File: src/rtl/rv_pkg.sv
package rv_pkg;

    // machine widths
    localparam int XLEN        = 32;
    localparam int RF_ADDR_W   = 5;
    localparam int DMEM_DEPTH  = 256;
    localparam int DMEM_ADDR_W = $clog2(DMEM_DEPTH);

    typedef logic [RF_ADDR_W-1:0] rf_addr_t;

    localparam rf_addr_t RF_X0_ZERO = 5'd0;

    // major opcodes of the supported subset
    localparam logic [6:0] OPC_OP     = 7'b0110011;
    localparam logic [6:0] OPC_OP_IMM = 7'b0010011;
    localparam logic [6:0] OPC_LUI    = 7'b0110111;
    localparam logic [6:0] OPC_LOAD   = 7'b0000011;
    localparam logic [6:0] OPC_STORE  = 7'b0100011;

    localparam logic [2:0] F3_ADD_SUB = 3'b000;
    localparam logic [2:0] F3_XOR     = 3'b100;
    localparam logic [2:0] F3_OR      = 3'b110;
    localparam logic [2:0] F3_AND     = 3'b111;
    localparam logic [2:0] F3_WORD    = 3'b010;

    localparam logic [6:0] F7_BASE = 7'b0000000;
    localparam logic [6:0] F7_SUB  = 7'b0100000;

    typedef enum logic [2:0] {
        ALU_ADD,
        ALU_SUB,
        ALU_AND,
        ALU_OR,
        ALU_XOR,
        ALU_PASS_B
    } alu_op_t;

    typedef enum logic [1:0] {
        ALU_A_SEL_RS1,
        ALU_A_SEL_ZERO,
        ALU_A_SEL_FWD
    } alu_a_sel_t;

    typedef enum logic [1:0] {
        ALU_B_SEL_RS2,
        ALU_B_SEL_IMM,
        ALU_B_SEL_FWD
    } alu_b_sel_t;

    // source of forwarded data
    typedef enum logic {
        FWD_BE_EWBK,
        FWD_BE_WBK
    } fwd_be_t;

    typedef struct packed {
        logic to_dec;
        logic to_exe;
    } hazard_be_t;

    typedef struct packed {
        logic            valid;
        rf_addr_t        rs1;
        rf_addr_t        rs2;
        rf_addr_t        rd;
        logic            rd_we;
        logic [XLEN-1:0] rs1_data;
        logic [XLEN-1:0] rs2_data;
        logic [XLEN-1:0] imm;
        alu_op_t         alu_op;
        alu_a_sel_t      alu_a_sel;
        alu_b_sel_t      alu_b_sel;
        logic            load;
        logic            store;
    } dec_exe_t;

    typedef struct packed {
        logic            valid;
        rf_addr_t        rd;
        logic            rd_we;
        logic [XLEN-1:0] alu_res;
        logic [XLEN-1:0] store_data;
        logic            load;
        logic            store;
    } exe_mem_t;

    typedef struct packed {
        logic            valid;
        rf_addr_t        rd;
        logic            rd_we;
        logic [XLEN-1:0] alu_res;
        logic            load;
    } mem_wbk_t;

    typedef struct packed {
        logic            valid;
        rf_addr_t        rd;
        logic [XLEN-1:0] data;
    } wb_t;

endpackage

File: src/rtl/rv_execute.sv
`timescale 1ns/1ps

module rv_execute (
    input  logic                    clk,
    input  logic                    arst_n,
    input  rv_pkg::dec_exe_t        dec_exe,
    input  rv_pkg::alu_a_sel_t      alu_a_sel_fwd,
    input  rv_pkg::alu_b_sel_t      alu_b_sel_fwd,
    input  logic                    st_data_sel_fwd,
    input  rv_pkg::fwd_be_t         fwd_be_rs1_exe,
    input  rv_pkg::fwd_be_t         fwd_be_rs2_exe,
    input  logic [rv_pkg::XLEN-1:0] ewbk_data,
    input  logic [rv_pkg::XLEN-1:0] wbk_data,
    input  logic                    hold_exe,
    input  logic                    bubble_mem,
    output rv_pkg::exe_mem_t        exe_mem
);

    logic [rv_pkg::XLEN-1:0] fwd_rs1;
    logic [rv_pkg::XLEN-1:0] fwd_rs2;
    logic [rv_pkg::XLEN-1:0] op_a;
    logic [rv_pkg::XLEN-1:0] op_b;
    logic [rv_pkg::XLEN-1:0] alu_res;
    rv_pkg::exe_mem_t        exe_next;

    assign fwd_rs1 = (fwd_be_rs1_exe == rv_pkg::FWD_BE_EWBK) ? ewbk_data : wbk_data;
    assign fwd_rs2 = (fwd_be_rs2_exe == rv_pkg::FWD_BE_EWBK) ? ewbk_data : wbk_data;

    always_comb begin
        case (alu_a_sel_fwd)
            rv_pkg::ALU_A_SEL_RS1: op_a = dec_exe.rs1_data;
            rv_pkg::ALU_A_SEL_FWD: op_a = fwd_rs1;
            default:               op_a = '0;
        endcase
        case (alu_b_sel_fwd)
            rv_pkg::ALU_B_SEL_RS2: op_b = dec_exe.rs2_data;
            rv_pkg::ALU_B_SEL_FWD: op_b = fwd_rs2;
            default:               op_b = dec_exe.imm;
        endcase
    end

    always_comb begin
        case (dec_exe.alu_op)
            rv_pkg::ALU_SUB: alu_res = op_a - op_b;
            rv_pkg::ALU_AND: alu_res = op_a & op_b;
            rv_pkg::ALU_OR:  alu_res = op_a | op_b;
            rv_pkg::ALU_XOR: alu_res = op_a ^ op_b;
            rv_pkg::ALU_PASS_B: alu_res = op_b;
            default:         alu_res = op_a + op_b;
        endcase
    end

    always_comb begin
        exe_next.valid      = dec_exe.valid;
        exe_next.rd         = dec_exe.rd;
        exe_next.rd_we      = dec_exe.rd_we;
        exe_next.alu_res    = alu_res;
        // store data takes the same forwarding path as rs2
        exe_next.store_data = st_data_sel_fwd ? fwd_rs2 : dec_exe.rs2_data;
        exe_next.load       = dec_exe.load;
        exe_next.store      = dec_exe.store;
    end

    always_ff @(posedge clk or negedge arst_n) begin
        if (!arst_n) begin
            exe_mem <= '0;
        end else if (bubble_mem) begin
            exe_mem <= '0;
        end else if (!hold_exe) begin
            exe_mem <= exe_next;
        end
    end

endmodule

File: config.mk
export PLATFORM = sky130hd
export DESIGN_NAME = rv_execute
export DESIGN_NICKNAME = d
export VERILOG_FILES = /design/src/rtl/rv_pkg.sv /design/src/rtl/rv_execute.sv
export SDC_FILE = /design/constraint.sdc
export NUM_CORES = 1
export LEC_CHECK = 0
export ABC_AREA = 1
export BUFFER_PORTS_ARGS = -buffer_cell sky130_fd_sc_hd__buf_2
export CORE_ASPECT_RATIO = 1.4
export CORE_MARGIN = 2
export CORE_UTILIZATION = 35
export CTS_CLUSTER_DIAMETER = 50
export CTS_CLUSTER_SIZE = 30
export DETAILED_ROUTE_END_ITERATION = 8
export RECOVER_POWER = 100
export SLEW_MARGIN = 15
export SYNTH_ARGS = -nofsm -noshare
export SYNTH_HDL_FRONTEND = slang
export SYNTH_SLANG_ARGS = --single-unit
export TNS_END_PERCENT = 5
File: constraint.sdc
create_clock -name clk -period 1.9 [get_ports clk]
set_input_delay 0.095 -clock clk [delete_from_list [all_inputs] [get_ports clk]]
set_output_delay 0.095 -clock clk [all_outputs]
set_load 0.03 [all_outputs]
==> flow_summary.yaml <==
die:
  die-width_um: 141.6
  coreArea_um2: 26100
  row_count: 70
  ios: 270
  die_y_um: 196.7
  die-area_um2: 27860
  start_util: 0.3557
clock_tree:
  cts_root_buffer: "clkbuf_16"
  cts_tree: "yes"
  clkSinkCount: 73
  cts_made_buffers: 9
  path_clk_slew_ps: 60
  insertion_delay_ps: 360
  htreeDepth: 3
  cts_buffer_depth: 2
setup_path:
  critical_path_class: "in -> reg"
  critPathLaunch: "alu_b_sel_fwd[0]"
  critPathTopFamily: "simple AND/OR/NAND/NOR gates"
  start_kind: "primary input"
  cp_num_buf_inv: 6
  critPathSlowestCell: "ha_2"
  cp_max_fo: 8
  arrival_ps: 3310
  crit_required_ps: 2150
  reg2reg_from: "exe_mem[35]"
  max_stage_delay_ps: 350
  r2r_end: "exe_mem[35]"
  cpMostUsedCell: "nand2_4"
  r2r_slack_ps: 1170
  rr_worst_depth: 1
  crit_path_end_kind: "flop"
finish:
  regMostFlops: "exe_mem"
  largest_reg_flops: 73
  design_area_um2: 14430
  fin_cells: 2343
  drive_gt1_frac: 0.3485
  top_regs: "exe_mem x73"
  final_nets: 2304
  postLayoutCoreUtil: 0.5530
  n_fill_cell: 2624
  multi_input_area_um2: 7129
  area_growth_syn_to_layout_pct: 55.48
  seq_area_um2: 1827
synthesis:
  syn-num-nets: 1773
  synthFlopType: "dfrtp_1"
  mappedNetlistArea_um2: 9283
  syn_inst: 1482
  ys_top_cells_by_area: "dfrtp_1 20%, nand2_1 16%, ha_1 13%, inv_1 8.0%, nor2_1 6.7%"
  synth-seq-area-share: 0.1968
  yosys_warnings: 0
  yosys.area.top_type: "dfrtp_1"
  ys_top_cells_by_count: "406 x nand2_1, 199 x inv_1, 166 x nor2_1"
  synth_cell_types: 52
  yosysMostFrequentCell: "nand2_1"
  ys_ff_latch: 73
  yosys.area.top_type_share: 0.1968
  avgSynthCellArea_um2: 6.264
  synthArstFlopShare: 1.000
  synth_edf_count: 0
timing:
  setup_ws_ps: -1154
  tns_ps: -25360
  worst_slew_pin_slew_ps: 1100
  hold_ws_ps: -14.74
  max_freq_mhz: 327.5
  period_share: 1.607
  setup_viol: 30
  clock_skew_ps: 0
  period_minus_slack_ps: 3054
  drv_slew: 0
  max_slew_margin: 0.2664
  rsz0062_at_grt: "true"
  finalHoldViolations: 1
global_route:
  grt_overflow_total: 0
  antenna_found_initial: 2
  grt_pass1_wl_um: 62010
  track_usage: 0.2831
  grt_pass1_vias: 11870
  grt_max_degree: 44
route:
  wl_um: 40710
  ant_nets: 0
  drt-wirelength-per-cell_um: 17.38
  drc_errors: 0
  dr.pass1.iters: 5
  viasPerCell: 5.195
  via_count: 12170
  drt_iter0_markers: 749
run:
  timing.max_cap.violations: 0
pwr:
  p_per_area_nw_per_um2: 569.8
  power.total_mw: 8.224
  peakVddDrop_v: 0.0004549
  p_leak_nw: 7.730
worst_hold_path:
  holdPathStages: 2
  min_path_type: "in -> reg"
  holdCritStartpoint: "bubble_mem"
  min_to: "exe_mem[33]"
placed_design:
  dp_slack_ps: -1653
  gp_congestion: 0.9464
  dpl_cell_area_um2: 13100
  portBuffers: 255
  placed_cells: 2286
  dp_hpwl_um: 31730
outcome:
  violations: "hold timing, setup timing"
  status: "finished, violations left"
-- where the power goes --
group          switching (mW)  internal, mW  total (mW)
Sequential             0.0764          1.68        1.75
Clock                   0.747          1.15        1.90
Combinational            2.61          1.96        4.57
Total                    3.43          4.79        8.22
-- area by class of cell --
cell class,instances,share of cell area
clock buffer,13,0.01942
timing repair buffer,583,0.2738
clock inverter,2,0.002427
inverter,204,0.05479
antenna,2,0.0003468
timing repair inverter,1,0.0006068
tap,324,0.02809
multi-input combinational,1141,0.4940
sequential,73,0.1266
-- cells by family (layout without fill, tap and decap cells) --
group	count (synthesis)	in the layout	synth area share
adder cells (fa/ha/maj)	94	94	0.1275
XOR/XNOR	39	39	0.03680
AND/OR/NAND/NOR	659	659	0.2831
other	0	2	0
buffers and inverters	268	803	0.1151
AO/OA/AOI/OAI	349	349	0.2407
flip-flops	73	73	0.1968
-- timing repair --
| item | CTS | global route |
|---|---|---|
| endpoints found under the setup margin | 30 | 31 |
| resized for setup | 94 | 132 |
| gates cloned | 1 | 2 |
| hold buffers | 11 | 0 |
| buffers inserted | 9 | 18 |
| pin swaps | 37 | 75 |
| endpoints found under the hold margin | 40 | 0 |
-- cell usage in the layout, fill, tap and decap left out, types with 10 or more instances in the layout --
cell,Yosys,final
a21oi_1,80,48
a21oi_2,1,30
a221oi_1,28,28
a22o_1,11,11
a32oi_1,18,18
buf_12,0,16
buf_2,6,177
buf_4,2,291
clkbuf_1,48,74
clkbuf_16,0,10
dfrtp_1,73,73
dlygate4sd3_1,0,11
ha_1,93,87
inv_1,199,188
inv_2,3,11
nand2_1,406,355
nand2_2,4,46
nand3_1,50,42
nor2_1,166,138
nor2_2,10,22
nor2_4,1,17
o211ai_1,11,11
o21a_1,12,12
o21ai_0,119,98
o21ai_1,2,16
o221ai_1,24,23
xor2_1,34,33
-- how the worst max path moves through the flow --
| stage | end | slack [ps] | cells past startpoint |
|---|---|---|---|
| after floorplan | exe_mem[65] | -910 | 28 |
| after global placement | exe_mem[58] | -1620 | 24 |
| after detailed placement | exe_mem[58] | -1650 | 23 |
| after CTS | exe_mem[58] | -960 | 24 |
| after global routing | exe_mem[62] | -1340 | 26 |
| final | exe_mem[62] | -1150 | 28 |
-- layer usage --
layer  routed length (µm)  up-vias  GRT usage
li1                     -     5952          -
met1                17460     5663     0.3677
met2                19630      465     0.4800
met3                 2307       91    0.02964
met4                 1320        0     0.1133
met5                    0        -          0
(Power assumes the default switching activity.)
