--- src/rtl/rv_pkg.sv ---
package rv_pkg;

    // machine widths
    localparam int XLEN        = 32;
    localparam int RF_ADDR_W   = 5;
    localparam int DMEM_DEPTH  = 256;
    localparam int DMEM_ADDR_W = $clog2(DMEM_DEPTH);

    typedef logic [RF_ADDR_W-1:0] rf_addr_t;

    localparam rf_addr_t RF_X0_ZERO = 5'd0;

    // major opcodes of the supported subset
    localparam logic [6:0] OPC_OP     = 7'b0110011;
    localparam logic [6:0] OPC_OP_IMM = 7'b0010011;
    localparam logic [6:0] OPC_LUI    = 7'b0110111;
    localparam logic [6:0] OPC_LOAD   = 7'b0000011;
    localparam logic [6:0] OPC_STORE  = 7'b0100011;

    localparam logic [2:0] F3_ADD_SUB = 3'b000;
    localparam logic [2:0] F3_XOR     = 3'b100;
    localparam logic [2:0] F3_OR      = 3'b110;
    localparam logic [2:0] F3_AND     = 3'b111;
    localparam logic [2:0] F3_WORD    = 3'b010;

    localparam logic [6:0] F7_BASE = 7'b0000000;
    localparam logic [6:0] F7_SUB  = 7'b0100000;

    typedef enum logic [2:0] {
        ALU_ADD,
        ALU_SUB,
        ALU_AND,
        ALU_OR,
        ALU_XOR,
        ALU_PASS_B
    } alu_op_t;

    typedef enum logic [1:0] {
        ALU_A_SEL_RS1,
        ALU_A_SEL_ZERO,
        ALU_A_SEL_FWD
    } alu_a_sel_t;

    typedef enum logic [1:0] {
        ALU_B_SEL_RS2,
        ALU_B_SEL_IMM,
        ALU_B_SEL_FWD
    } alu_b_sel_t;

    // source of forwarded data
    typedef enum logic {
        FWD_BE_EWBK,
        FWD_BE_WBK
    } fwd_be_t;

    typedef struct packed {
        logic to_dec;
        logic to_exe;
    } hazard_be_t;

    typedef struct packed {
        logic            valid;
        rf_addr_t        rs1;
        rf_addr_t        rs2;
        rf_addr_t        rd;
        logic            rd_we;
        logic [XLEN-1:0] rs1_data;
        logic [XLEN-1:0] rs2_data;
        logic [XLEN-1:0] imm;
        alu_op_t         alu_op;
        alu_a_sel_t      alu_a_sel;
        alu_b_sel_t      alu_b_sel;
        logic            load;
        logic            store;
    } dec_exe_t;

    typedef struct packed {
        logic            valid;
        rf_addr_t        rd;
        logic            rd_we;
        logic [XLEN-1:0] alu_res;
        logic [XLEN-1:0] store_data;
        logic            load;
        logic            store;
    } exe_mem_t;

    typedef struct packed {
        logic            valid;
        rf_addr_t        rd;
        logic            rd_we;
        logic [XLEN-1:0] alu_res;
        logic            load;
    } mem_wbk_t;

    typedef struct packed {
        logic            valid;
        rf_addr_t        rd;
        logic [XLEN-1:0] data;
    } wb_t;

endpackage

--- src/rtl/rv_operand_forwarding.sv ---
`timescale 1ns/1ps

module rv_operand_forwarding (
    input  logic                 store_inst_dec,
    input  logic                 store_inst_exe,
    input  logic                 load_inst_mem,
    input  rv_pkg::rf_addr_t     rs1_dec,
    input  rv_pkg::rf_addr_t     rs2_dec,
    input  rv_pkg::rf_addr_t     rs1_exe,
    input  rv_pkg::rf_addr_t     rs2_exe,
    input  rv_pkg::rf_addr_t     rd_mem,
    input  rv_pkg::rf_addr_t     rd_wbk,
    input  logic                 rd_we_mem,
    input  logic                 rd_we_wbk,
    input  rv_pkg::alu_a_sel_t   alu_a_sel_dec,
    input  rv_pkg::alu_b_sel_t   alu_b_sel_dec,
    input  rv_pkg::alu_a_sel_t   alu_a_sel_exe,
    input  rv_pkg::alu_b_sel_t   alu_b_sel_exe,
    output rv_pkg::fwd_be_t      fwd_be_rs1_dec,
    output rv_pkg::fwd_be_t      fwd_be_rs2_dec,
    output rv_pkg::fwd_be_t      fwd_be_rs1_exe,
    output rv_pkg::fwd_be_t      fwd_be_rs2_exe,
    output rv_pkg::alu_a_sel_t   alu_a_sel_fwd,
    output rv_pkg::alu_b_sel_t   alu_b_sel_fwd,
    output logic                 st_data_sel_fwd,
    output logic                 rf_a_sel_fwd,
    output logic                 rf_b_sel_fwd,
    output rv_pkg::hazard_be_t   hazard_be
);

    logic rs1_dec_in_mem;
    logic rs2_dec_in_mem;
    logic rs1_exe_in_mem;
    logic rs2_exe_in_mem;
    logic rs1_dec_in_be;
    logic rs2_dec_in_be;
    logic rs1_exe_in_be;
    logic rs2_exe_in_be;

    function automatic logic hit_mem(input rv_pkg::rf_addr_t rs);
        hit_mem = (rs != rv_pkg::RF_X0_ZERO) && (rs == rd_mem) && rd_we_mem;
    endfunction

    function automatic logic hit_wbk(input rv_pkg::rf_addr_t rs);
        hit_wbk = (rs != rv_pkg::RF_X0_ZERO) && (rs == rd_wbk) && rd_we_wbk;
    endfunction

    assign rs1_dec_in_mem = hit_mem(rs1_dec);
    assign rs2_dec_in_mem = hit_mem(rs2_dec);
    assign rs1_exe_in_mem = hit_mem(rs1_exe);
    assign rs2_exe_in_mem = hit_mem(rs2_exe);

    assign rs1_dec_in_be = rs1_dec_in_mem || hit_wbk(rs1_dec);
    assign rs2_dec_in_be = rs2_dec_in_mem || hit_wbk(rs2_dec);
    assign rs1_exe_in_be = rs1_exe_in_mem || hit_wbk(rs1_exe);
    assign rs2_exe_in_be = rs2_exe_in_mem || hit_wbk(rs2_exe);

    // memory stage holds the younger result, so it wins over writeback
    assign fwd_be_rs1_dec = rs1_dec_in_mem ? rv_pkg::FWD_BE_EWBK : rv_pkg::FWD_BE_WBK;
    assign fwd_be_rs2_dec = rs2_dec_in_mem ? rv_pkg::FWD_BE_EWBK : rv_pkg::FWD_BE_WBK;
    assign fwd_be_rs1_exe = rs1_exe_in_mem ? rv_pkg::FWD_BE_EWBK : rv_pkg::FWD_BE_WBK;
    assign fwd_be_rs2_exe = rs2_exe_in_mem ? rv_pkg::FWD_BE_EWBK : rv_pkg::FWD_BE_WBK;

    // only a register operand gets redirected
    assign alu_a_sel_fwd = (rs1_exe_in_be && (alu_a_sel_exe == rv_pkg::ALU_A_SEL_RS1)) ?
        rv_pkg::ALU_A_SEL_FWD : alu_a_sel_exe;
    assign alu_b_sel_fwd = (rs2_exe_in_be && (alu_b_sel_exe == rv_pkg::ALU_B_SEL_RS2)) ?
        rv_pkg::ALU_B_SEL_FWD : alu_b_sel_exe;

    assign st_data_sel_fwd = rs2_exe_in_be && store_inst_exe;

    assign rf_a_sel_fwd = rs1_dec_in_be && (alu_a_sel_dec == rv_pkg::ALU_A_SEL_RS1);
    assign rf_b_sel_fwd = rs2_dec_in_be &&
        ((alu_b_sel_dec == rv_pkg::ALU_B_SEL_RS2) || store_inst_dec);

    // load data shows up only in writeback
    assign hazard_be.to_dec = load_inst_mem && (rs1_dec_in_mem || rs2_dec_in_mem);
    assign hazard_be.to_exe = load_inst_mem && (rs1_exe_in_mem || rs2_exe_in_mem);

endmodule

--- config.mk ---
export PLATFORM = sky130hd
export DESIGN_NAME = rv_operand_forwarding
export DESIGN_NICKNAME = d
export VERILOG_FILES = /design/src/rtl/rv_pkg.sv /design/src/rtl/rv_operand_forwarding.sv
export SDC_FILE = /design/constraint.sdc
export NUM_CORES = 1
export LEC_CHECK = 0
export ABC_AREA = 1
export BUFFER_PORTS_ARGS = -buffer_cell sky130_fd_sc_hd__buf_2
export CAP_MARGIN = 20
export CORE_MARGIN = 2
export CORE_UTILIZATION = 35
export DETAILED_ROUTE_END_ITERATION = 8
export PLACE_DENSITY = 0.71
export SLEW_MARGIN = 10
export SYNTH_ARGS = -nofsm -noshare
export SYNTH_HDL_FRONTEND = slang
export SYNTH_SLANG_ARGS = --single-unit
--- constraint.sdc ---
create_clock -name vclk -period 1
set_clock_uncertainty 0.2 [all_clocks]
set_input_delay 0.2 -clock vclk [all_inputs]
set_output_delay 0.2 -clock vclk [all_outputs]
set_load 0.02 [all_outputs]
==> results of run 1 <==
## where the power goes
part	total (mW)	internal (mW)	switching [mW]
registers	0	0	0
logic	0.777	0.367	0.410
clock network	0	0	0
total	0.777	0.367	0.410
## cell type report
type                            instances  area (sq um)  area share
Timing Repair Buffer                   64         646.9      0.3379
Tap cell                               30         37.54     0.01961
Multi-Input combinational cell        171         987.2      0.5157
Inverter                               40         242.7      0.1268
## layout by cell type (no fill, tap or decap), types with 2 or more instances in the layout
cell / Yosys / layout
inv_2: 5 / 11
nand3_1: 6 / 3
nand3_2: 1 / 3
o21ai_2: 0 / 2
inv_4: 0 / 7
inv_6: 0 / 6
nor2_4: 0 / 7
buf_8: 0 / 5
buf_12: 0 / 5
inv_12: 0 / 2
nand2_1: 106 / 68
buf_6: 0 / 29
nor2_1: 30 / 18
o21ai_0: 6 / 2
xor2_1: 2 / 2
o21ai_1: 0 / 2
buf_2: 0 / 17
a21oi_2: 1 / 4
nand2_2: 0 / 33
nor2_2: 4 / 9
inv_1: 35 / 12
nand2_4: 0 / 5
nand4_1: 4 / 4
buf_4: 0 / 8
## layer usage
metal,wire length (um),up-vias,GRT usage
li1,-,765,-
met1,1595,648,0.3186
met2,2023,38,0.4538
met3,146,2,0
met4,25,0,0
met5,0,-,0
## path summary, 6_finish.rpt
path / end / from / slack, ns
min: alu_a_sel_fwd[0] / alu_a_sel_exe[0] / 0.44
max: alu_b_sel_fwd[1] / rs2_exe[1] / -0.51
## cell families (layout without fill, tap and decap cells)
family	after synthesis	after routing	synth area share
simple gates	154	154	0.7021
compound gates	14	14	0.08937
xor+xnor	3	3	0.02979
buf+inv	42	104	0.1787
## repair_timing
action,in CTS,in global routing
pin swaps,50,39
hold endpoints to repair,0,0
resized for setup,112,54
cloned,0,0
setup buffers,2,0
setup endpoints to repair,11,11
## per-stage QoR
stage | instances | hold slack, ns | util | setup WS [ns]
2_1_floorplan | 213 | 0.3316 | - | -0.4533
3_3_place_gp | 303 | 0.4376 | 0.5694 | -0.5757
3_5_place_dp | 303 | 0.4381 | 0.5694 | -0.6084
4_1_cts | 305 | 0.4385 | 0.7181 | -0.5060
5_1_grt | 305 | 0.4542 | 0.7870 | -0.5910
6_report | 305 | 0.4356 | 0.7870 | -0.5053
==> summary.md, run 1 <==
| Metric | Value |
|---|---|
| Mapped Avg Cell Area | `4.141 sq um` |
| Drt first pass iters | `4` |
| Run status | `finished, violations left` |
| Dpl cell area | `0.001385 sq mm` |
| Synth area leaders | `nand2_1, inv_1, nor2_1` |
| Startpoint Class | `input port` |
| Die area | `0.002938 sq mm` |
| Hold WC Path Type | `in -> out` |
| Register area share after synthesis | `0` |
| I/O pins | `56` |
| Dpl hpwl | `2580 um` |
| Critical Path End Type | `primary output` |
| Synth Instances | `213` |
| Setup ws final | `-0.5053 ns` |
| Arrival time at the worst endpoint | `1.11 ns` |
| Core Box Area | `0.002432 sq mm` |
| Synth unique cells | `19` |
| Failing checks | `setup timing` |
| Routability Congestion | `0.8351` |
| Worst relative slew slack | `0.8565` |
| Synth area leader | `nand2_1` |
| Syn Std Cell Area | `882.1 sq um` |
| Iteration-0 DRC Markers | `30` |
| Max Cap Viol | `0` |
| Peak supply drop | `0.0002983 V` |
| CP Max Fanout | `4` |
| PortBufs | `56` |
| Hold depth | `2` |
| Layout cell share with drive strength beyond 1 | `0.5891` |
| CP top delay family | `simple AND/OR/NAND/NOR gates` |
| Fin crit share | `1.505` |
| Post-route DRC violation count | `0` |
| PnR Total Power | `0.7770 mW` |
| Die Y | `54.20 um` |
| Hold buffers post-CTS | `0` |
| Count leader, synth | `nand2_1` |
| Post-route ant nets | `0` |
| LEAKAGE | `1.017 nW` |
| Pins Over Slew Limit | `0` |
| Commonest cells in the netlist | `nand2_1, inv_1, nor2_1, nand3_1, o21ai_0` |
| GRT Residual Overflow | `0` |
| Nets | `320` |
| Minimum clock period | `1.505 ns` |
| Clock buffer cells | `0` |
| GRT Overall Usage | `0.2395` |
| Via/cell ratio | `4.764` |
| Via count | `1453` |
| Critical path's slowest cell | `nor2_4` |
| CP Depth | `10` |
| Slew at the pin with the worst max-slew slack | `0.2130 ns` |
| Cell repeated most along the worst path | `nand2_2` |
| WP buf/inv | `3` |
| Number of global-route vias before repair | `1271` |
| Final Hold Fails | `0` |
| N_diodes | `0` |
| Cell Rows | `18` |
| WL/cell | `12.43 um` |
| Unrepaired setup endpoints after global routing | `true` |
| Seq_cells | `0` |
| Worst EP required | `0.60 ns` |
| Setup tns final | `-4.721 ns` |
| Pwr Density | `405.9 mW/mm^2` |
| Pin count of the biggest net entering global routing | `6` |
| Starting density of the core | `0.3627` |
| Routed WL | `3790 um` |
| Register area | `0 sq um` |
| Layout area overhead | `117.0%` |
| Synth top area share | `0.4511` |
| First-pass GRT wire length | `5264 um` |
| Fin area | `0.001914 sq mm` |
| Crit path cell chain | `buf_4 -> inv_2 -> nand2_2 -> nor2_4 -> nor2_4 -> nand3_4 -> nand2_2 -> nand2_2 -> nand2_2 -> buf_6` |
| Max incr delay on CP | `0.16 ns` |
| Initial antenna violation count | `0` |
| Fmax | `664.3 MHz` |
| Setup violations, final | `11` |
| CP Class | `in -> out` |
| Synth Warn # | `0` |
| Fill cells | `185` |
| Post-Syn Nets | `256` |
| Die Width | `54.20 um` |
Power figures use the tool's default switching activity.
==> run 2: changes to the inputs <==
--- a/config.mk
+++ b/config.mk
@@ -12,6 +12,7 @@
 export CORE_UTILIZATION = 35
 export DETAILED_ROUTE_END_ITERATION = 8
 export PLACE_DENSITY = 0.71
+export SETUP_SLACK_MARGIN = 0.2
 export SLEW_MARGIN = 10
 export SYNTH_ARGS = -nofsm -noshare
 export SYNTH_HDL_FRONTEND = slang
==> run 2 against run 1 <==
Largest cell class unchanged. Critical path type unchanged. Count of clock-buffer cells in the layout unchanged. Maximum frequency decreased by 3.1%. First-iteration DRC count increased by 30%. Die area unchanged. Combinational power increased by 4.1%. Critical endpoint unchanged. The flow still finishes with violations (setup timing).
==> summary.md, run 2 (synthesis gave the netlist of run 1 again) <==
| Metric | Value |
|---|---|
| Failing checks | `setup timing` |
| First-pass GRT wire length | `5147 um` |
| PortBufs | `56` |
| Slew at the pin with the worst max-slew slack | `0.2690 ns` |
| GRT Residual Overflow | `0` |
| Die Y | `54.20 um` |
| Setup tns final | `-4.826 ns` |
| Post-route ant nets | `0` |
| Critical Path End Type | `primary output` |
| Commonest cells after routing, fill and taps aside | `nand2_1, buf_6, nand2_2` |
| Most common cell after layout, fill and taps aside | `nand2_1` |
| Cell Rows | `18` |
| Worst EP required | `0.60 ns` |
| LEAKAGE | `1.027 nW` |
| Max Cap Viol | `0` |
| Clock buffer cells | `0` |
| Arrival time at the worst endpoint | `1.15 ns` |
| Pins Over Slew Limit | `0` |
| Final core utilization | `0.8045` |
| Via count | `1550` |
| Final Hold Fails | `0` |
| Initial antenna violation count | `0` |
| Setup violations, final | `11` |
| Routability Congestion | `0.8887` |
| Post-route DRC violation count | `0` |
| Die area | `0.002938 sq mm` |
| I/O pins | `56` |
| CP Class | `in -> out` |
| Setup ws final | `-0.5527 ns` |
| Fin area | `0.001957 sq mm` |
| Hold WC Path Type | `in -> out` |
| Drt first pass iters | `4` |
| Register area | `0 sq um` |
| Seq_cells | `0` |
| Run status | `finished, violations left` |
| Placed Cells | `305` |
| Number of global-route vias before repair | `1204` |
| CP Max Fanout | `4` |
| Dpl hpwl | `2626 um` |
| Fin crit share | `1.553` |
| DP Worst Slack | `-0.5964 ns` |
| Layout area overhead | `121.8%` |
| Core Box Area | `0.002432 sq mm` |
| Worst relative slew slack | `0.8188` |
| Routed WL | `4191 um` |
| Pin count of the biggest net entering global routing | `6` |
| Peak supply drop | `0.0002871 V` |
| Layout Cells excl Fill | `306` |
| Startpoint Class | `input port` |
| Dpl cell area | `0.001400 sq mm` |
| Fill cells | `177` |
| Nets | `321` |
| Multi-input logic area | `989.7 sq um` |
| WL/cell | `13.70 um` |
| Fmax | `644.0 MHz` |
| Minimum clock period | `1.553 ns` |
| Via/cell ratio | `5.065` |
| Layout cell share with drive strength beyond 1 | `0.5761` |
| GRT Overall Usage | `0.2328` |
| Pwr Density | `413.2 mW/mm^2` |
| Starting density of the core | `0.3627` |
| N_diodes | `0` |
| Unrepaired setup endpoints after global routing | `true` |
| Iteration-0 DRC Markers | `39` |
| Die Width | `54.20 um` |
==> run 2: changes by cell type in the layout (fill, tap and decap cells not counted), sizes merged <==
cell    delta
inv        +1
buf        +1
clkinv     -1
==> run 2: per-stage QoR <==
step                total power, mW  hold WS (ns)
floorplan                    0.2969        0.3304
global placement             0.5327        0.4332
finish                       0.8086        0.3738
CTS                          0.6721        0.3734
detailed placement           0.5342        0.4345
global route                 0.8623        0.3824
==> run 2: worst paths after layout <==
path,startpoint,slack (ns),cells past startpoint,endpoint
setup / recovery,rs2_exe[2],-0.55,10,alu_b_sel_fwd[1]
hold / removal,alu_a_sel_exe[0],0.37,2,alu_a_sel_fwd[0]
==> run 2: area by class of cell <==
type | count | area share
tap | 30 | 0.01918
inverter | 40 | 0.1228
multi-input combinational | 171 | 0.5058
timing repair buffer | 65 | 0.3523
==> run 2: layer usage <==
layer / routed length, um / up-vias / track usage
met2: 2216 / 65 / 0.4297
li1: - / 765 / -
met4: 93 / 0 / 0.02083
met3: 299 / 12 / 0.002778
met1: 1581 / 708 / 0.3093
met5: 0 / - / 0
==> run 2: timing repair <==
action,in CTS,in global routing
pin swaps,54,38
hold buffers,0,0
gates resized for setup,99,73
endpoints found under the setup margin,13,13
setup buffers,0,1
==> run 2: worst max-delay path: stages <==
cell and delay [ns]:
buf_8 0.11, nor2_4 0.13, nand2_4 0.06, nor2_4 0.13
nor2_4 0.06, nand3_4 0.13, nand2_2 0.07, nand2_2 0.07
nand2_2 0.06, buf_6 0.13
==> run 2: report_power, final <==
group / switching, mW / leakage, nW / internal, mW / total, mW
registers: 0 / 0 / 0 / 0
clock network: 0 / 0 / 0 / 0
logic: 0.425 / 1.03 / 0.384 / 0.809
==> run 3: changes to the inputs <==
--- a/config.mk
+++ b/config.mk
@@ -6,12 +6,11 @@
 export NUM_CORES = 1
 export LEC_CHECK = 0
 export ABC_AREA = 1
-export BUFFER_PORTS_ARGS = -buffer_cell sky130_fd_sc_hd__buf_2
 export CAP_MARGIN = 20
 export CORE_MARGIN = 2
 export CORE_UTILIZATION = 35
 export DETAILED_ROUTE_END_ITERATION = 8
-export PLACE_DENSITY = 0.71
+export DONT_BUFFER_PORTS = 1
 export SETUP_SLACK_MARGIN = 0.2
 export SLEW_MARGIN = 10
 export SYNTH_ARGS = -nofsm -noshare
==> run 3 against run 2 <==
The run still ends with setup timing left. Critical path depth fell by 2. Cell count down 20%. Power decreased by 42%. Sequential share of layout area did not move. Core utilization fell by 20 points. Maximum frequency up 17%. Setup slack improved by 0.23 ns. Global-route usage fell by 3.7 points. Largest power group unchanged.
==> summary.md, run 3 (synthesis gave the netlist of run 1 again) <==
| Metric | Value |
|---|---|
| Clock buffer cells | `0` |
| I/O pins | `56` |
| Die Width | `54.20 um` |
| Routed WL | `3076 um` |
| Initial antenna violation count | `0` |
| CP top delay family | `simple AND/OR/NAND/NOR gates` |
| Min Hold Slack | `0.2000 ns` |
| First-pass GRT wire length | `4298 um` |
| Multi-input logic area | `0.001023 sq mm` |
| Slew at the pin with the worst max-slew slack | `0.2370 ns` |
| Busiest grt layer | `met2` |
| Hold WC Path Type | `in -> out` |
| WL/cell | `12.56 um` |
| Number of global-route vias before repair | `1009` |
| Post-route DRC violation count | `0` |
| Final Hold Fails | `0` |
| Critical Path End Type | `primary output` |
| Layout cell share with drive strength beyond 1 | `0.4372` |
| Pin count of the biggest net entering global routing | `6` |
| Hold buffers post-CTS | `0` |
| Most common cell after layout, fill and taps aside | `nand2_1` |
| Via count | `1199` |
| Hold depth | `0` |
| Pwr Density | `320.2 mW/mm^2` |
| Routability Congestion | `0.8387` |
| Max Cap Viol | `0` |
| Worst relative slew slack | `0.8418` |
| Fmax | `755.8 MHz` |
| Critical path's slowest cell | `nor2_2` |
| Post-route ant nets | `0` |
| Die Y | `54.20 um` |
| Startpoint Class | `input port` |
| Run status | `finished, violations left` |
| WP buf/inv | `1` |
| Max incr delay on CP | `0.22 ns` |
| Nets | `260` |
| GRT Residual Overflow | `0` |
| DP Worst Slack | `-0.3478 ns` |
| Clock power frac | `0` |
| Switching share of power | `0.5455` |
| Failing checks | `setup timing` |
| Unrepaired setup endpoints after global routing | `true` |
| Via/cell ratio | `4.894` |
| Int Power | `0.2125 mW` |
| Drt first pass iters | `4` |
| Register area | `0 sq um` |
| Pins Over Slew Limit | `0` |
| Starting density of the core | `0.3627` |
| GRT Overall Usage | `0.1962` |
| Iteration-0 DRC Markers | `25` |
| Grt met1 use | `0.2859` |
| CP Max Fanout | `5` |
| Arrival time at the worst endpoint | `0.92 ns` |
| Met2 usage | `0.3233` |
| Worst EP required | `0.60 ns` |
| CP Depth | `8` |
| Crit path cell chain | `clkinv_16 -> nand2_4 -> nand2_2 -> nor2_1 -> nand2_1 -> nor2_2 -> nor2_1 -> nor2_2` |
| Switching pwr | `0.2550 mW` |
| Cell Rows | `18` |
| Fin crit share | `1.323` |
| Layout area overhead | `65.53%` |
| Setup violations, final | `11` |
| Sequential Power Share | `0` |
| Commonest cells after routing, fill and taps aside | `nand2_1, nand2_2, nor2_1` |
| Seq_cells | `0` |
| PortBufs | `0` |
| Core Box Area | `0.002432 sq mm` |
| Minimum clock period | `1.323 ns` |
| Combinational fraction of design power | `1.000` |
| N_diodes | `0` |
| LEAKAGE | `0.7293 nW` |
| Setup ws final | `-0.3232 ns` |
| Dpl hpwl | `2455 um` |
| Peak supply drop | `0.0001856 V` |
| Die area | `0.002938 sq mm` |
| M3 GR Usage | `0.02500` |
| Fill cells | `244` |
| CP Class | `in -> out` |
==> run 3: cell count changes in the layout (fill, tap and decap cells not counted), moves of 5 or more <==
cell | previous run | this run
buf_12 | 5 | 0
nand2_1 | 73 | 68
buf_4 | 11 | 2
buf_8 | 8 | 0
nand2_4 | 6 | 14
buf_6 | 29 | 2
inv_2 | 10 | 4
buf_2 | 12 | 0
==> run 3: timing repair <==
| item | CTS | global route |
|---|---|---|
| hold endpoints to repair | 0 | 0 |
| setup buffers | 0 | 0 |
| pin swaps | 29 | 41 |
| endpoints found under the setup margin | 11 | 11 |
| gates resized for setup | 54 | 67 |
==> run 3: per-stage QoR <==
step	total power, mW	util	std cells	setup TNS [ns]	cell area, sq um
2_1_floorplan	0.2969	-	213	-2.242	1020
3_3_place_gp	0.3403	0.4429	245	-3.064	1077
3_5_place_dp	0.3382	0.4429	245	-3.073	1077
4_1_cts	0.3824	0.5046	245	-2.798	1227
5_1_grt	0.5195	0.6003	245	-3.475	1460
6_report	0.4675	0.6003	245	-2.736	1460
==> run 3: power by group through the flow <==
stage	sequential (mW)	combinational (mW)	clock [mW]
after CTS	0	0.382	0
final	0	0.467	0
after floorplan	0	0.297	0
after detailed placement	0	0.338	0
after global placement	0	0.340	0
after global routing	0	0.519	0
==> run 3: worst paths after layout <==
check / startpoint / endpoint / slack [ns]
worst max-delay path: rd_mem[4] / hazard_be[1] / -0.32
worst min-delay path: alu_a_sel_exe[0] / alu_a_sel_fwd[0] / 0.20
==> run 3: cell type report <==
| class | instances | share of cell area |
|---|---|---|
| Inverter | 40 | 0.2476 |
| Multi-Input combinational cell | 171 | 0.7009 |
| Tap cell | 30 | 0.02571 |
| Timing Repair Buffer | 4 | 0.02571 |
==> run 3: layer usage <==
layer / vias to the layer above / routed length (um)
met4: 0 / 0
met1: 523 / 1350
met5: - / 0
li1: 642 / -
met2: 34 / 1522
met3: 0 / 203
