$ cat src/rtl/rv_pkg.sv
package rv_pkg;

    // machine widths
    localparam int XLEN        = 32;
    localparam int RF_ADDR_W   = 5;
    localparam int DMEM_DEPTH  = 256;
    localparam int DMEM_ADDR_W = $clog2(DMEM_DEPTH);

    typedef logic [RF_ADDR_W-1:0] rf_addr_t;

    localparam rf_addr_t RF_X0_ZERO = 5'd0;

    // major opcodes of the supported subset
    localparam logic [6:0] OPC_OP     = 7'b0110011;
    localparam logic [6:0] OPC_OP_IMM = 7'b0010011;
    localparam logic [6:0] OPC_LUI    = 7'b0110111;
    localparam logic [6:0] OPC_LOAD   = 7'b0000011;
    localparam logic [6:0] OPC_STORE  = 7'b0100011;

    localparam logic [2:0] F3_ADD_SUB = 3'b000;
    localparam logic [2:0] F3_XOR     = 3'b100;
    localparam logic [2:0] F3_OR      = 3'b110;
    localparam logic [2:0] F3_AND     = 3'b111;
    localparam logic [2:0] F3_WORD    = 3'b010;

    localparam logic [6:0] F7_BASE = 7'b0000000;
    localparam logic [6:0] F7_SUB  = 7'b0100000;

    typedef enum logic [2:0] {
        ALU_ADD,
        ALU_SUB,
        ALU_AND,
        ALU_OR,
        ALU_XOR,
        ALU_PASS_B
    } alu_op_t;

    typedef enum logic [1:0] {
        ALU_A_SEL_RS1,
        ALU_A_SEL_ZERO,
        ALU_A_SEL_FWD
    } alu_a_sel_t;

    typedef enum logic [1:0] {
        ALU_B_SEL_RS2,
        ALU_B_SEL_IMM,
        ALU_B_SEL_FWD
    } alu_b_sel_t;

    // source of forwarded data
    typedef enum logic {
        FWD_BE_EWBK,
        FWD_BE_WBK
    } fwd_be_t;

    typedef struct packed {
        logic to_dec;
        logic to_exe;
    } hazard_be_t;

    typedef struct packed {
        logic            valid;
        rf_addr_t        rs1;
        rf_addr_t        rs2;
        rf_addr_t        rd;
        logic            rd_we;
        logic [XLEN-1:0] rs1_data;
        logic [XLEN-1:0] rs2_data;
        logic [XLEN-1:0] imm;
        alu_op_t         alu_op;
        alu_a_sel_t      alu_a_sel;
        alu_b_sel_t      alu_b_sel;
        logic            load;
        logic            store;
    } dec_exe_t;

    typedef struct packed {
        logic            valid;
        rf_addr_t        rd;
        logic            rd_we;
        logic [XLEN-1:0] alu_res;
        logic [XLEN-1:0] store_data;
        logic            load;
        logic            store;
    } exe_mem_t;

    typedef struct packed {
        logic            valid;
        rf_addr_t        rd;
        logic            rd_we;
        logic [XLEN-1:0] alu_res;
        logic            load;
    } mem_wbk_t;

    typedef struct packed {
        logic            valid;
        rf_addr_t        rd;
        logic [XLEN-1:0] data;
    } wb_t;

endpackage

$ cat src/rtl/rv_decode.sv
`timescale 1ns/1ps

module rv_decode (
    input  logic                    clk,
    input  logic                    arst_n,
    input  logic [rv_pkg::XLEN-1:0] inst,
    input  logic                    inst_valid,
    input  logic                    stall_dec,
    input  logic                    bubble_exe,
    input  logic [rv_pkg::XLEN-1:0] rf_rd1,
    input  logic [rv_pkg::XLEN-1:0] rf_rd2,
    input  logic                    rf_a_sel_fwd,
    input  logic                    rf_b_sel_fwd,
    input  rv_pkg::fwd_be_t         fwd_be_rs1_dec,
    input  rv_pkg::fwd_be_t         fwd_be_rs2_dec,
    input  logic [rv_pkg::XLEN-1:0] ewbk_data,
    input  logic [rv_pkg::XLEN-1:0] wbk_data,
    output rv_pkg::rf_addr_t        ra1,
    output rv_pkg::rf_addr_t        ra2,
    output rv_pkg::rf_addr_t        rs1_dec,
    output rv_pkg::rf_addr_t        rs2_dec,
    output rv_pkg::alu_a_sel_t      alu_a_sel_dec,
    output rv_pkg::alu_b_sel_t      alu_b_sel_dec,
    output logic                    store_inst_dec,
    output rv_pkg::dec_exe_t        dec_exe
);

    logic [rv_pkg::XLEN-1:0] inst_q;
    logic                    inst_v_q;
    logic [6:0]              funct7;
    rv_pkg::dec_exe_t        dec_d;
    rv_pkg::dec_exe_t        dec_next;

    // fetched instruction, frozen while decode stalls
    always_ff @(posedge clk or negedge arst_n) begin
        if (!arst_n) begin
            inst_v_q <= 1'b0;
        end else if (!stall_dec) begin
            inst_v_q <= inst_valid;
        end
    end

    always_ff @(posedge clk) begin
        if (!stall_dec) begin
            inst_q <= inst;
        end
    end

    assign funct7 = inst_q[31:25];

    always_comb begin
        dec_d = '0;
        if (inst_v_q) begin
            case (inst_q[6:0])
                rv_pkg::OPC_OP: begin
                    dec_d.valid = (funct7 == rv_pkg::F7_BASE);
                    dec_d.rd_we = 1'b1;
                    dec_d.rs1   = inst_q[19:15];
                    dec_d.rs2   = inst_q[24:20];
                    case (inst_q[14:12])
                        rv_pkg::F3_ADD_SUB: begin
                            dec_d.valid  = (funct7 == rv_pkg::F7_BASE) ||
                                           (funct7 == rv_pkg::F7_SUB);
                            dec_d.alu_op = funct7[5] ? rv_pkg::ALU_SUB : rv_pkg::ALU_ADD;
                        end
                        rv_pkg::F3_XOR: dec_d.alu_op = rv_pkg::ALU_XOR;
                        rv_pkg::F3_OR:  dec_d.alu_op = rv_pkg::ALU_OR;
                        rv_pkg::F3_AND: dec_d.alu_op = rv_pkg::ALU_AND;
                        default:        dec_d.valid  = 1'b0;
                    endcase
                end
                rv_pkg::OPC_OP_IMM: begin
                    dec_d.valid     = (inst_q[14:12] == rv_pkg::F3_ADD_SUB);
                    dec_d.rd_we     = 1'b1;
                    dec_d.rs1       = inst_q[19:15];
                    dec_d.imm       = {{20{inst_q[31]}}, inst_q[31:20]};
                    dec_d.alu_b_sel = rv_pkg::ALU_B_SEL_IMM;
                end
                rv_pkg::OPC_LUI: begin
                    dec_d.valid     = 1'b1;
                    dec_d.rd_we     = 1'b1;
                    dec_d.imm       = {inst_q[31:12], 12'b0};
                    dec_d.alu_op    = rv_pkg::ALU_PASS_B;
                    dec_d.alu_a_sel = rv_pkg::ALU_A_SEL_ZERO;
                    dec_d.alu_b_sel = rv_pkg::ALU_B_SEL_IMM;
                end
                rv_pkg::OPC_LOAD: begin
                    dec_d.valid     = (inst_q[14:12] == rv_pkg::F3_WORD);
                    dec_d.rd_we     = 1'b1;
                    dec_d.load      = 1'b1;
                    dec_d.rs1       = inst_q[19:15];
                    dec_d.imm       = {{20{inst_q[31]}}, inst_q[31:20]};
                    dec_d.alu_b_sel = rv_pkg::ALU_B_SEL_IMM;
                end
                rv_pkg::OPC_STORE: begin
                    dec_d.valid     = (inst_q[14:12] == rv_pkg::F3_WORD);
                    dec_d.store     = 1'b1;
                    dec_d.rs1       = inst_q[19:15];
                    dec_d.rs2       = inst_q[24:20];
                    dec_d.imm       = {{20{inst_q[31]}}, inst_q[31:25], inst_q[11:7]};
                    dec_d.alu_b_sel = rv_pkg::ALU_B_SEL_IMM;
                end
                default: dec_d.valid = 1'b0;
            endcase
        end
        // unsupported encodings become bubbles, x0 destinations never write
        dec_d.rd_we = dec_d.rd_we && (inst_q[11:7] != rv_pkg::RF_X0_ZERO);
        dec_d.rd    = dec_d.rd_we ? inst_q[11:7] : rv_pkg::RF_X0_ZERO;
        if (!dec_d.valid) begin
            dec_d = '0;
        end
    end

    // register read with forwarding from memory or writeback
    always_comb begin
        dec_next = dec_d;
        if (rf_a_sel_fwd) begin
            dec_next.rs1_data = (fwd_be_rs1_dec == rv_pkg::FWD_BE_EWBK) ? ewbk_data : wbk_data;
        end else begin
            dec_next.rs1_data = rf_rd1;
        end
        if (rf_b_sel_fwd) begin
            dec_next.rs2_data = (fwd_be_rs2_dec == rv_pkg::FWD_BE_EWBK) ? ewbk_data : wbk_data;
        end else begin
            dec_next.rs2_data = rf_rd2;
        end
    end

    assign ra1            = dec_d.rs1;
    assign ra2            = dec_d.rs2;
    assign rs1_dec        = dec_d.rs1;
    assign rs2_dec        = dec_d.rs2;
    assign alu_a_sel_dec  = dec_d.alu_a_sel;
    assign alu_b_sel_dec  = dec_d.alu_b_sel;
    assign store_inst_dec = dec_d.store;

    always_ff @(posedge clk or negedge arst_n) begin
        if (!arst_n) begin
            dec_exe <= '0;
        end else if (bubble_exe) begin
            dec_exe <= '0;
        end else if (!stall_dec) begin
            dec_exe <= dec_next;
        end
    end

endmodule

$ cat config.mk
export PLATFORM = sky130hd
export DESIGN_NAME = rv_decode
export DESIGN_NICKNAME = d
export VERILOG_FILES = /design/src/rtl/rv_pkg.sv /design/src/rtl/rv_decode.sv
export SDC_FILE = /design/constraint.sdc
export NUM_CORES = 1
export LEC_CHECK = 0
export BUFFER_PORTS_ARGS = -buffer_cell sky130_fd_sc_hd__buf_2
export CORE_UTILIZATION = 50
export CTS_CLUSTER_DIAMETER = 60
export CTS_CLUSTER_SIZE = 30
export DETAILED_ROUTE_END_ITERATION = 16
export PLACE_DENSITY = 0.83
export SLEW_MARGIN = 20
export SYNTH_ARGS = -nofsm -noshare
export SYNTH_HDL_FRONTEND = slang
export SYNTH_SLANG_ARGS = --single-unit
$ cat constraint.sdc
create_clock -name clk -period 3.77 [get_ports clk]
set_input_delay 0.1885 -clock clk [delete_from_list [all_inputs] [get_ports clk]]
set_output_delay 0.1885 -clock clk [all_outputs]
set_load 0.05 [all_outputs]
==> flow_summary.ini, run 1 <==
[layout]
area_growth_syn_to_layout_pct = 32.6
layout-drive-gt1-share = 0.360
fillerInstances = 1138
final_net_count = 1203
final_util = 0.683
stdcell_count = 1237

[critical_path]
rr_startpoint = inst_q[5]
path_class = register to output pin
crit_slowest_cell = a31oi_1
startpoint = inst_q[5]
required_ns = 3.58
slowest_delay_ns = 0.60
start_kind = register
end_kind = output pin
critPathMaxFanout = 11
critPathBufInv = 2
critical_path.cell_chain = clkinv_1 > a31oi_1 > nand2_1 > and4_1 > buf_2
cp.arrival_ns = 2.95
cp_top_family = simple AND/OR/NAND/NOR gates

[floorplanning]
pin_count = 316
dieHeight_um = 125
die_x_um = 125
start_util = 0.515
core_mm2 = 0.0146
dieArea_mm2 = 0.0155
rows = 44

[synthesis]
yosys.area.top_type_share = 0.403
synth_edf_count = 32
yosys-top-cells-area = dfrtp_1 40%, edfxtp_1 13%, mux2i_1 8.5%
netlist_instances = 739
yosys_most_used_dff = dfrtp_1
async_flop_share = 0.791
syn_avg_cell_area_um2 = 10.2
synth_area_leader_cell = dfrtp_1
yosysSeqAreaShare = 0.531
yosysMostFrequentCell = nor2_1
netlist_area_mm2 = 0.00752
yosysWarningCount = 0
synthTopCellsByCount = 139 x nor2_1, 121 x dfrtp_1, 84 x a21oi_1
synth_seq_cells = 153
synth.distinct_cells = 47

[timing]
post-route-period-util = 0.831
max_slew_margin = 0.242
max_freq_ghz = 0.319
setup_tns_ns = 0
finalSetupViolCount = 0
hold_viol = 0
final_max_slew_viol_count = 0
fin_crit_ns = 3.13
finClkSkew_ns = 0.0106
rsz0062_at_grt = false
worstMarginPinSlew_ns = 1.14

[grt]
grt_pass1_wl_um = 37600
grt_pass1_vias = 7078
grt_antenna_before_repair = 6
grt_max_degree = 103
grt_remaining_overflow = 0
grt_use_total = 0.312

[job]
max_cap_viol_count = 0

[clocking]
clk_pin_slew_worst_paths_ns = 0.07
clock_sink_count = 153
cts_root_buf = clkbuf_16
clkLatencyLatePin_ns = 0.42
htreeDepth = 4
postCtsResizedCells = 0
cts_tree = done
cts_buffers = 17
cts_buffer_depth = 2

[route]
post_drt_wl_per_cell_um = 19.3
finalWirelength_um = 23900
postRouteAntennaNets = 0
drt-pass1-iter-count = 5
drc = 0
vias = 7219
vias_per_cell = 5.84
drt_iter0_markers = 634

[placement]
portBuffers = 311
dpl.cell_count = 1165
routabilityCongestion = 0.852
dpl.hpwl_um = 16100

[worst_hold_path]
min_path_type = input pin to register
hold_start = rf_rd2[25]

[status]
outcome = complete, no violations

[pwr]
peakVddDrop_uv = 294
p_leak_nw = 5.02
power_density_mw_per_mm2 = 434
==> cells by family (layout without fill, tap and decap cells) <==
logic type	Yosys count	count (layout)	synth area share
other	1	10	0.000499
buffers and inverters	85	390	0.0559
xor gates and xnor gates	1	1	0.00117
and+or+nand+nor	216	216	0.124
AOI/OAI and AO/OA	218	218	0.201
DFF	153	153	0.531
muxes	65	65	0.0867
==> area by class of cell <==
type	instances	area, um2	area share
Tap cell	184	230	0.0231
Clock inverter	12	174	0.0174
Multi-Input combinational cell	504	3130	0.314
Clock buffer	20	437	0.0438
Antenna cell	6	15.0	0.00151
Sequential cell	153	3990	0.400
Inverter	4	15.0	0.00151
Timing Repair Buffer	354	1980	0.199
==> flip-flops by register name (all words and copies together), names as in the netlist <==
signal and flops:
inst_q 32, inst_v_q 1, dec_exe 120
==> stage by stage <==
stage	cell area (um2)	worst slack [ns]	total power, W	hold slack [ns]
after floorplan	7530	1.22	0.00229	-0.107
after global placement	9000	1.27	0.00252	0.303
after detailed placement	9000	1.16	0.00253	0.317
after CTS	9950	0.712	0.00433	0.173
after global routing	9970	0.516	0.00448	0.195
final	9970	0.636	0.00433	0.187
==> power by group <==
| group | total (W) | switching (W) | internal, W |
|---|---|---|---|
| sequential | 0.00183 | 0.0000627 | 0.00177 |
| combinational | 0.000711 | 0.000477 | 0.000235 |
| clock | 0.00179 | 0.000679 | 0.00111 |
| total | 0.00433 | 0.00122 | 0.00311 |
==> final timing paths <==
| kind | endpoint | slack, ns | depth (start not counted) |
|---|---|---|---|
| worst min register to register | dec_exe[121] | 0.47 | 2 |
| max in group asynchronous | dec_exe[81] | 2.58 | 3 |
| worst min-delay path | dec_exe[66] | 0.19 | 5 |
| worst max-delay path | ra2[1] | 0.64 | 5 |
| worst max register to register | dec_exe[8] | 1.14 | 4 |
| min in group asynchronous | dec_exe[71] | 0.39 | 2 |
==> cells in the final DEF (no fill, tap or decap), types with 2 or more instances in the layout <==
master and n:
buf_2 309, nor2_1 138, dfrtp_1 121, a21oi_1 84, a211oi_1 65, mux2i_1 64, nand2_1 41, dlygate4sd3_1 34
edfxtp_1 32, o21ai_2 19, clkbuf_16 17, a32o_1 16, a22o_1 13, buf_4 10, o21ai_0 9, and3_1 7
nand4_1 7, diode_2 6, and4_1 5, nand3_1 4, conb_1 4, bufinv_16 4, inv_1 3, nor3_1 3
clkinvlp_4 3, clkbuf_1 3, clkinv_1 2, nor4b_1 2, and2_2 2, o31ai_1 2, clkinv_2 2
==> worst reg2reg max path, stage by stage, from the launching register on <==
cell	delay [ns]
edfxtp_1	0.57
clkinv_1	0.38
a31oi_1	0.60
a211o_2	0.69
o21ai_0	0.23
==> routing by layer <==
metal | vias up | global-route usage | part of all wire
met5 | - | 0 | 0
met4 | 0 | 0.170 | 0.046
met3 | 73 | 0.0812 | 0.081
met2 | 413 | 0.506 | 0.49
met1 | 3465 | 0.380 | 0.38
li1 | 3268 | - | -
==> timing repair <==
item | in CTS | in global routing
setup endpoints to repair | 0 | 0
hold buffers | 34 | 0
buffers inserted | 0 | 0
hold endpoints to repair | 91 | 0
No activity file was read; power rests on OpenSTA's default activity.
==> run 2: changes to the inputs <==
Settings changed: ABC_AREA set to 1, CORE_UTILIZATION 50 to 44, PLACE_DENSITY 0.83 to 0.77.
Clock period 3.77 ns to 2.7 ns, I/O delays scaled along.
==> flow_summary.ini, run 2 <==
[timing]
finalSetupViolCount = 0
fin_crit_ns = 2.45
setup_tns_ns = 0
holdWs_ns = 0.0453
final_max_slew_viol_count = 0
rsz0062_at_grt = false
worstMarginPinSlew_ns = 1.05
max_freq_ghz = 0.408
max_slew_margin = 0.301
hold_viol = 0
post-route-period-util = 0.907
finClkSkew_ns = 0.0109

[critical_path]
cpMostUsedCell = nor2_2
critical_path.cell_chain = nor2_2 > nand2_1 > nor2_2 > nand3_1 > nand3_4 > nand2_4 > a21oi_1 > buf_2
critPathMaxFanout = 13
rr_worst_depth = 9
slowest_delay_ns = 0.41
r2r_setup_slack_ns = 0.37
start_kind = register
path_class = register to output pin
crit_slowest_cell = edfxtp_1
end_kind = output pin
cp.arrival_ns = 2.31
required_ns = 2.57

[placement]
routabilityCongestion = 0.902
portBuffers = 311
dpl.hpwl_um = 15900
dpl.cell_count = 1461
dpl_cell_area_mm2 = 0.00938

[synthesis]
synthTopCellsByCount = 229 x nand2_1, 139 x o21ai_0, 125 x inv_1
yosysWarningCount = 0
netlist_instances = 982
synth_edf_count = 32
synth_area_leader_cell = dfrtp_1
synth.distinct_cells = 28
netlist_area_mm2 = 0.00775
yosysSeqAreaShare = 0.515
syn_avg_cell_area_um2 = 7.89
yosys-top-cells-area = dfrtp_1 39%, edfxtp_1 12%, nand2_1 11%
yosysMostFrequentCell = nand2_1
yosys_most_used_dff = dfrtp_1
synth_seq_cells = 153
async_flop_share = 0.791
yosys.area.top_type_share = 0.391

[floorplanning]
start_util = 0.450
rows = 48
pin_count = 316
core_mm2 = 0.0172
die_x_um = 135
dieHeight_um = 135
dieArea_mm2 = 0.0181

[route]
drt_iter0_markers = 518
finalWirelength_um = 23300
vias_per_cell = 5.07
drt-pass1-iter-count = 6
drc = 0
post_drt_wl_per_cell_um = 15.2
postRouteAntennaNets = 0
vias = 7761

[grt]
grt_max_degree = 122
grt_pass1_wl_um = 36900
grt_pass1_vias = 7388
grt_use_total = 0.262
grt_remaining_overflow = 0
grt_antenna_before_repair = 0

[clocking]
clk_pin_slew_worst_paths_ns = 0.07
clock_sink_count = 153
cts_buffer_depth = 2
clkLatencyLatePin_ns = 0.42
cts_buffers = 17
cts_root_buf = clkbuf_16
htreeDepth = 4
cts_tree = done

[layout]
fillerInstances = 1530
regMostFlops = dec_exe
area_growth_syn_to_layout_pct = 33.4
layout-drive-gt1-share = 0.308
antenna_cells = 0
stdcell_count = 1532
mostFrequentLayoutCell = buf_2
largest_reg_flops = 120
reg_top3 = dec_exe (120), inst_q (32), inst_v_q (1)
layout_common_cells = 306 x buf_2, 228 x nand2_1, 139 x o21ai_0, 125 x inv_1, 121 x dfrtp_1
final_net_count = 1463
fin_area_mm2 = 0.0103

[pwr]
peakVddDrop_uv = 432
power_density_mw_per_mm2 = 548
p_leak_nw = 5.80

[job]
max_cap_viol_count = 0

[status]
outcome = complete, no violations

[worst_hold_path]
hold_path_depth = 5
min_path_type = input pin to register
## run 2: worst paths after layout
path	startpoint	endpoint
worst max register to register	inst_q[3]	dec_exe[14]
min in group asynchronous	arst_n	dec_exe[94]
worst min-delay path	rf_rd2[18]	dec_exe[59]
worst min register to register	inst_q[7]	dec_exe[106]
max in group asynchronous	arst_n	dec_exe[121]
worst max-delay path	inst_q[3]	alu_b_sel_dec[0]
## run 2: cells by family after synthesis
group                  Yosys count  synth area share
buffers and inverters          200             0.108
flip-flops                     153             0.515
AND/OR/NAND/NOR                383             0.203
AO/OA/AOI/OAI                  245             0.174
other                            1          0.000484
## run 2: layer usage
metal  up-vias  routed length [um]  GRT usage
met5         -                   0          0
met4         0                1110      0.148
met3        75                1550     0.0484
met2       364               10700      0.413
met1      3574                9910      0.340
li1       3748                   -          -
## run 2: final cells by class
class	count	area (um2)	area share
flip-flops and latches	153	3990	0.386
multi-input cells	632	2960	0.287
repair buffers	363	2070	0.200
inverters	127	477	0.0461
clock buffers	19	433	0.0419
well taps	225	282	0.0272
clock inverters	13	120	0.0116
## run 2: where the power goes
group / internal, W / leakage [nW] / switching (W) / total [W]
registers: 0.00247 / 1.96 / 0.0000750 / 0.00254
logic: 0.000269 / 3.58 / 0.000613 / 0.000881
clock network: 0.00128 / 0.265 / 0.000967 / 0.00224
## run 2: stage by stage
step	setup slack, ns	utilization	total power, W
detailed placement	0.259	0.544	0.00342
global placement	0.393	0.544	0.00341
finish	0.251	0.600	0.00567
floorplan	0.187	-	0.00308
global route	0.0716	0.600	0.00591
CTS	0.0562	0.597	0.00571
## run 2: worst max-delay path, delay by kind of cell, from the launching register on
kind | cells | cell delay, ns
AO/OA/AOI/OAI | 1 | 0.19
buffers and inverters | 1 | 0.29
flip-flops | 1 | 0.41
AND/OR/NAND/NOR | 6 | 1.01
## run 2: what timing repair did
| item | in CTS | in global routing |
|---|---|---|
| cloned | 0 | 0 |
| endpoints found under the hold margin | 154 | 0 |
| hold buffers | 35 | 0 |
| endpoints found under the setup margin | 23 | 23 |
| resized for setup | 2 | 5 |
| setup buffers | 0 | 4 |
| pin swaps | 0 | 1 |
==> run 3: changes to the inputs <==
Settings changed: ABC_AREA 1 to unset, CELL_PAD_IN_SITES_DETAIL_PLACEMENT set to 1, CELL_PAD_IN_SITES_GLOBAL_PLACEMENT set to 1, CORE_UTILIZATION 44 to 32, PLACE_DENSITY 0.77 to 0.76.
==> flow_summary.ini, run 3 (synthesis gave the netlist of run 1 again) <==
[pwr]
peakVddDrop_uv = 319
p_leak_nw = 5.12
power_density_mw_per_mm2 = 584
finalPower_w = 0.00601

[timing]
max_slew_margin = 0.414
final_max_slew_viol_count = 0
finClkSkew_ns = 0.0125
holdWs_ns = 0.129
worstMarginPinSlew_ns = 0.877
post-route-period-util = 0.955
finalSetupViolCount = 0
max_freq_ghz = 0.388
rsz0062_at_grt = false
setup_tns_ns = 0
hold_viol = 0
fin_crit_ns = 2.58

[placement]
dpl.cell_count = 1308
portBuffers = 311
dpl.hpwl_um = 19000
dpl_cell_area_mm2 = 0.00931
routabilityCongestion = 0.854

[critical_path]
critPathMaxFanout = 11
start_kind = register
path_class = register to output pin
end_kind = output pin
cp.arrival_ns = 2.44
required_ns = 2.57

[clocking]
clkLatencyLatePin_ns = 0.43
htreeDepth = 4
cts_tree = done
clock_sink_count = 153
clk_pin_slew_worst_paths_ns = 0.07
cts_buffers = 17
cts_buffer_depth = 2
cts_root_buf = clkbuf_16

[route]
postRouteAntennaNets = 0
post_drt_wl_per_cell_um = 19.6
vias = 7122
drt-pass1-iter-count = 5
drc = 0
finalWirelength_um = 26900
drt_iter0_markers = 352
vias_per_cell = 5.18

[floorplanning]
start_util = 0.329
die_x_um = 155
rows = 55
pin_count = 316
dieArea_mm2 = 0.0241
dieHeight_um = 155
core_mm2 = 0.0228

[grt]
grt_antenna_before_repair = 1
grt_use_total = 0.227
grt_pass1_wl_um = 41800
grt_remaining_overflow = 0
grt_max_degree = 68
grt_pass1_vias = 7346

[layout]
reg_top3 = dec_exe (120), inst_q (32), inst_v_q (1)
antenna_cells = 0
stdcell_count = 1376
fin_area_mm2 = 0.0103
final_net_count = 1219
regMostFlops = dec_exe
layout-drive-gt1-share = 0.375
area_growth_syn_to_layout_pct = 36.7
mostFrequentLayoutCell = buf_2
layout_common_cells = 309 x buf_2, 138 x nor2_1, 121 x dfrtp_1, 84 x a21oi_1, 65 x a211oi_1
largest_reg_flops = 120

[job]
max_cap_viol_count = 0

[status]
outcome = complete, no violations

[worst_hold_path]
min_path_type = input pin to register
## run 3: critical path, stage by stage, from the launching register on
cell and delay, ns:
edfxtp_1 0.51, inv_1 0.21, nand3_1 0.13, a2111o_1 0.49
nand2_4 0.16, and4_1 0.24, buf_2 0.28
## run 3: stage by stage
stage	util	worst slack [ns]
floorplan	-	0.203
global placement	0.408	0.364
detailed placement	0.408	0.305
CTS	0.449	0.0285
global route	0.450	0.00929
finish	0.450	0.121
## run 3: what timing repair did
action,4_1_cts,5_1_grt
buffers inserted,1,1
pin swaps,1,1
resized for setup,2,1
endpoints found under the setup margin,21,21
hold buffers,34,0
hold endpoints to repair,84,0
## run 3: path summary, 6_finish.rpt
kind / slack, ns / to / depth (start not counted) / startpoint
worst max-delay path: 0.12 / rs2_dec[4] / 6 / inst_q[2]
worst min-delay path: 0.13 / dec_exe[55] / 5 / rf_rd2[14]
worst max register to register: 0.22 / dec_exe[12] / 6 / inst_q[2]
worst min register to register: 0.48 / dec_exe[25] / 2 / dec_exe[25]
max in group asynchronous: 1.72 / dec_exe[116] / 3 / arst_n
min in group asynchronous: 0.22 / dec_exe[37] / 2 / arst_n
## run 3: metal layers
layer / track usage / up-vias / part of all wire
li1: - / 3290 / -
met1: 0.278 / 3518 / 0.41
met2: 0.397 / 278 / 0.51
met3: 0.0593 / 34 / 0.071
met4: 0.0551 / 2 / 0.014
met5: 0 / - / 0.00037
## run 3: final cells by class
cell class	count	area, um2
Clock buffer	17	425
Clock inverter	15	171
Fill cell	2692	12600
Inverter	4	15.0
Multi-Input combinational cell	504	3140
Sequential cell	153	3990
Tap cell	313	392
Timing Repair Buffer	370	2140
## run 3: power breakdown
group          switching, W  internal, W  total (W)
clock               0.00116      0.00125    0.00242
combinational      0.000695     0.000347    0.00104
sequential        0.0000804      0.00247    0.00255
total               0.00194      0.00407    0.00601
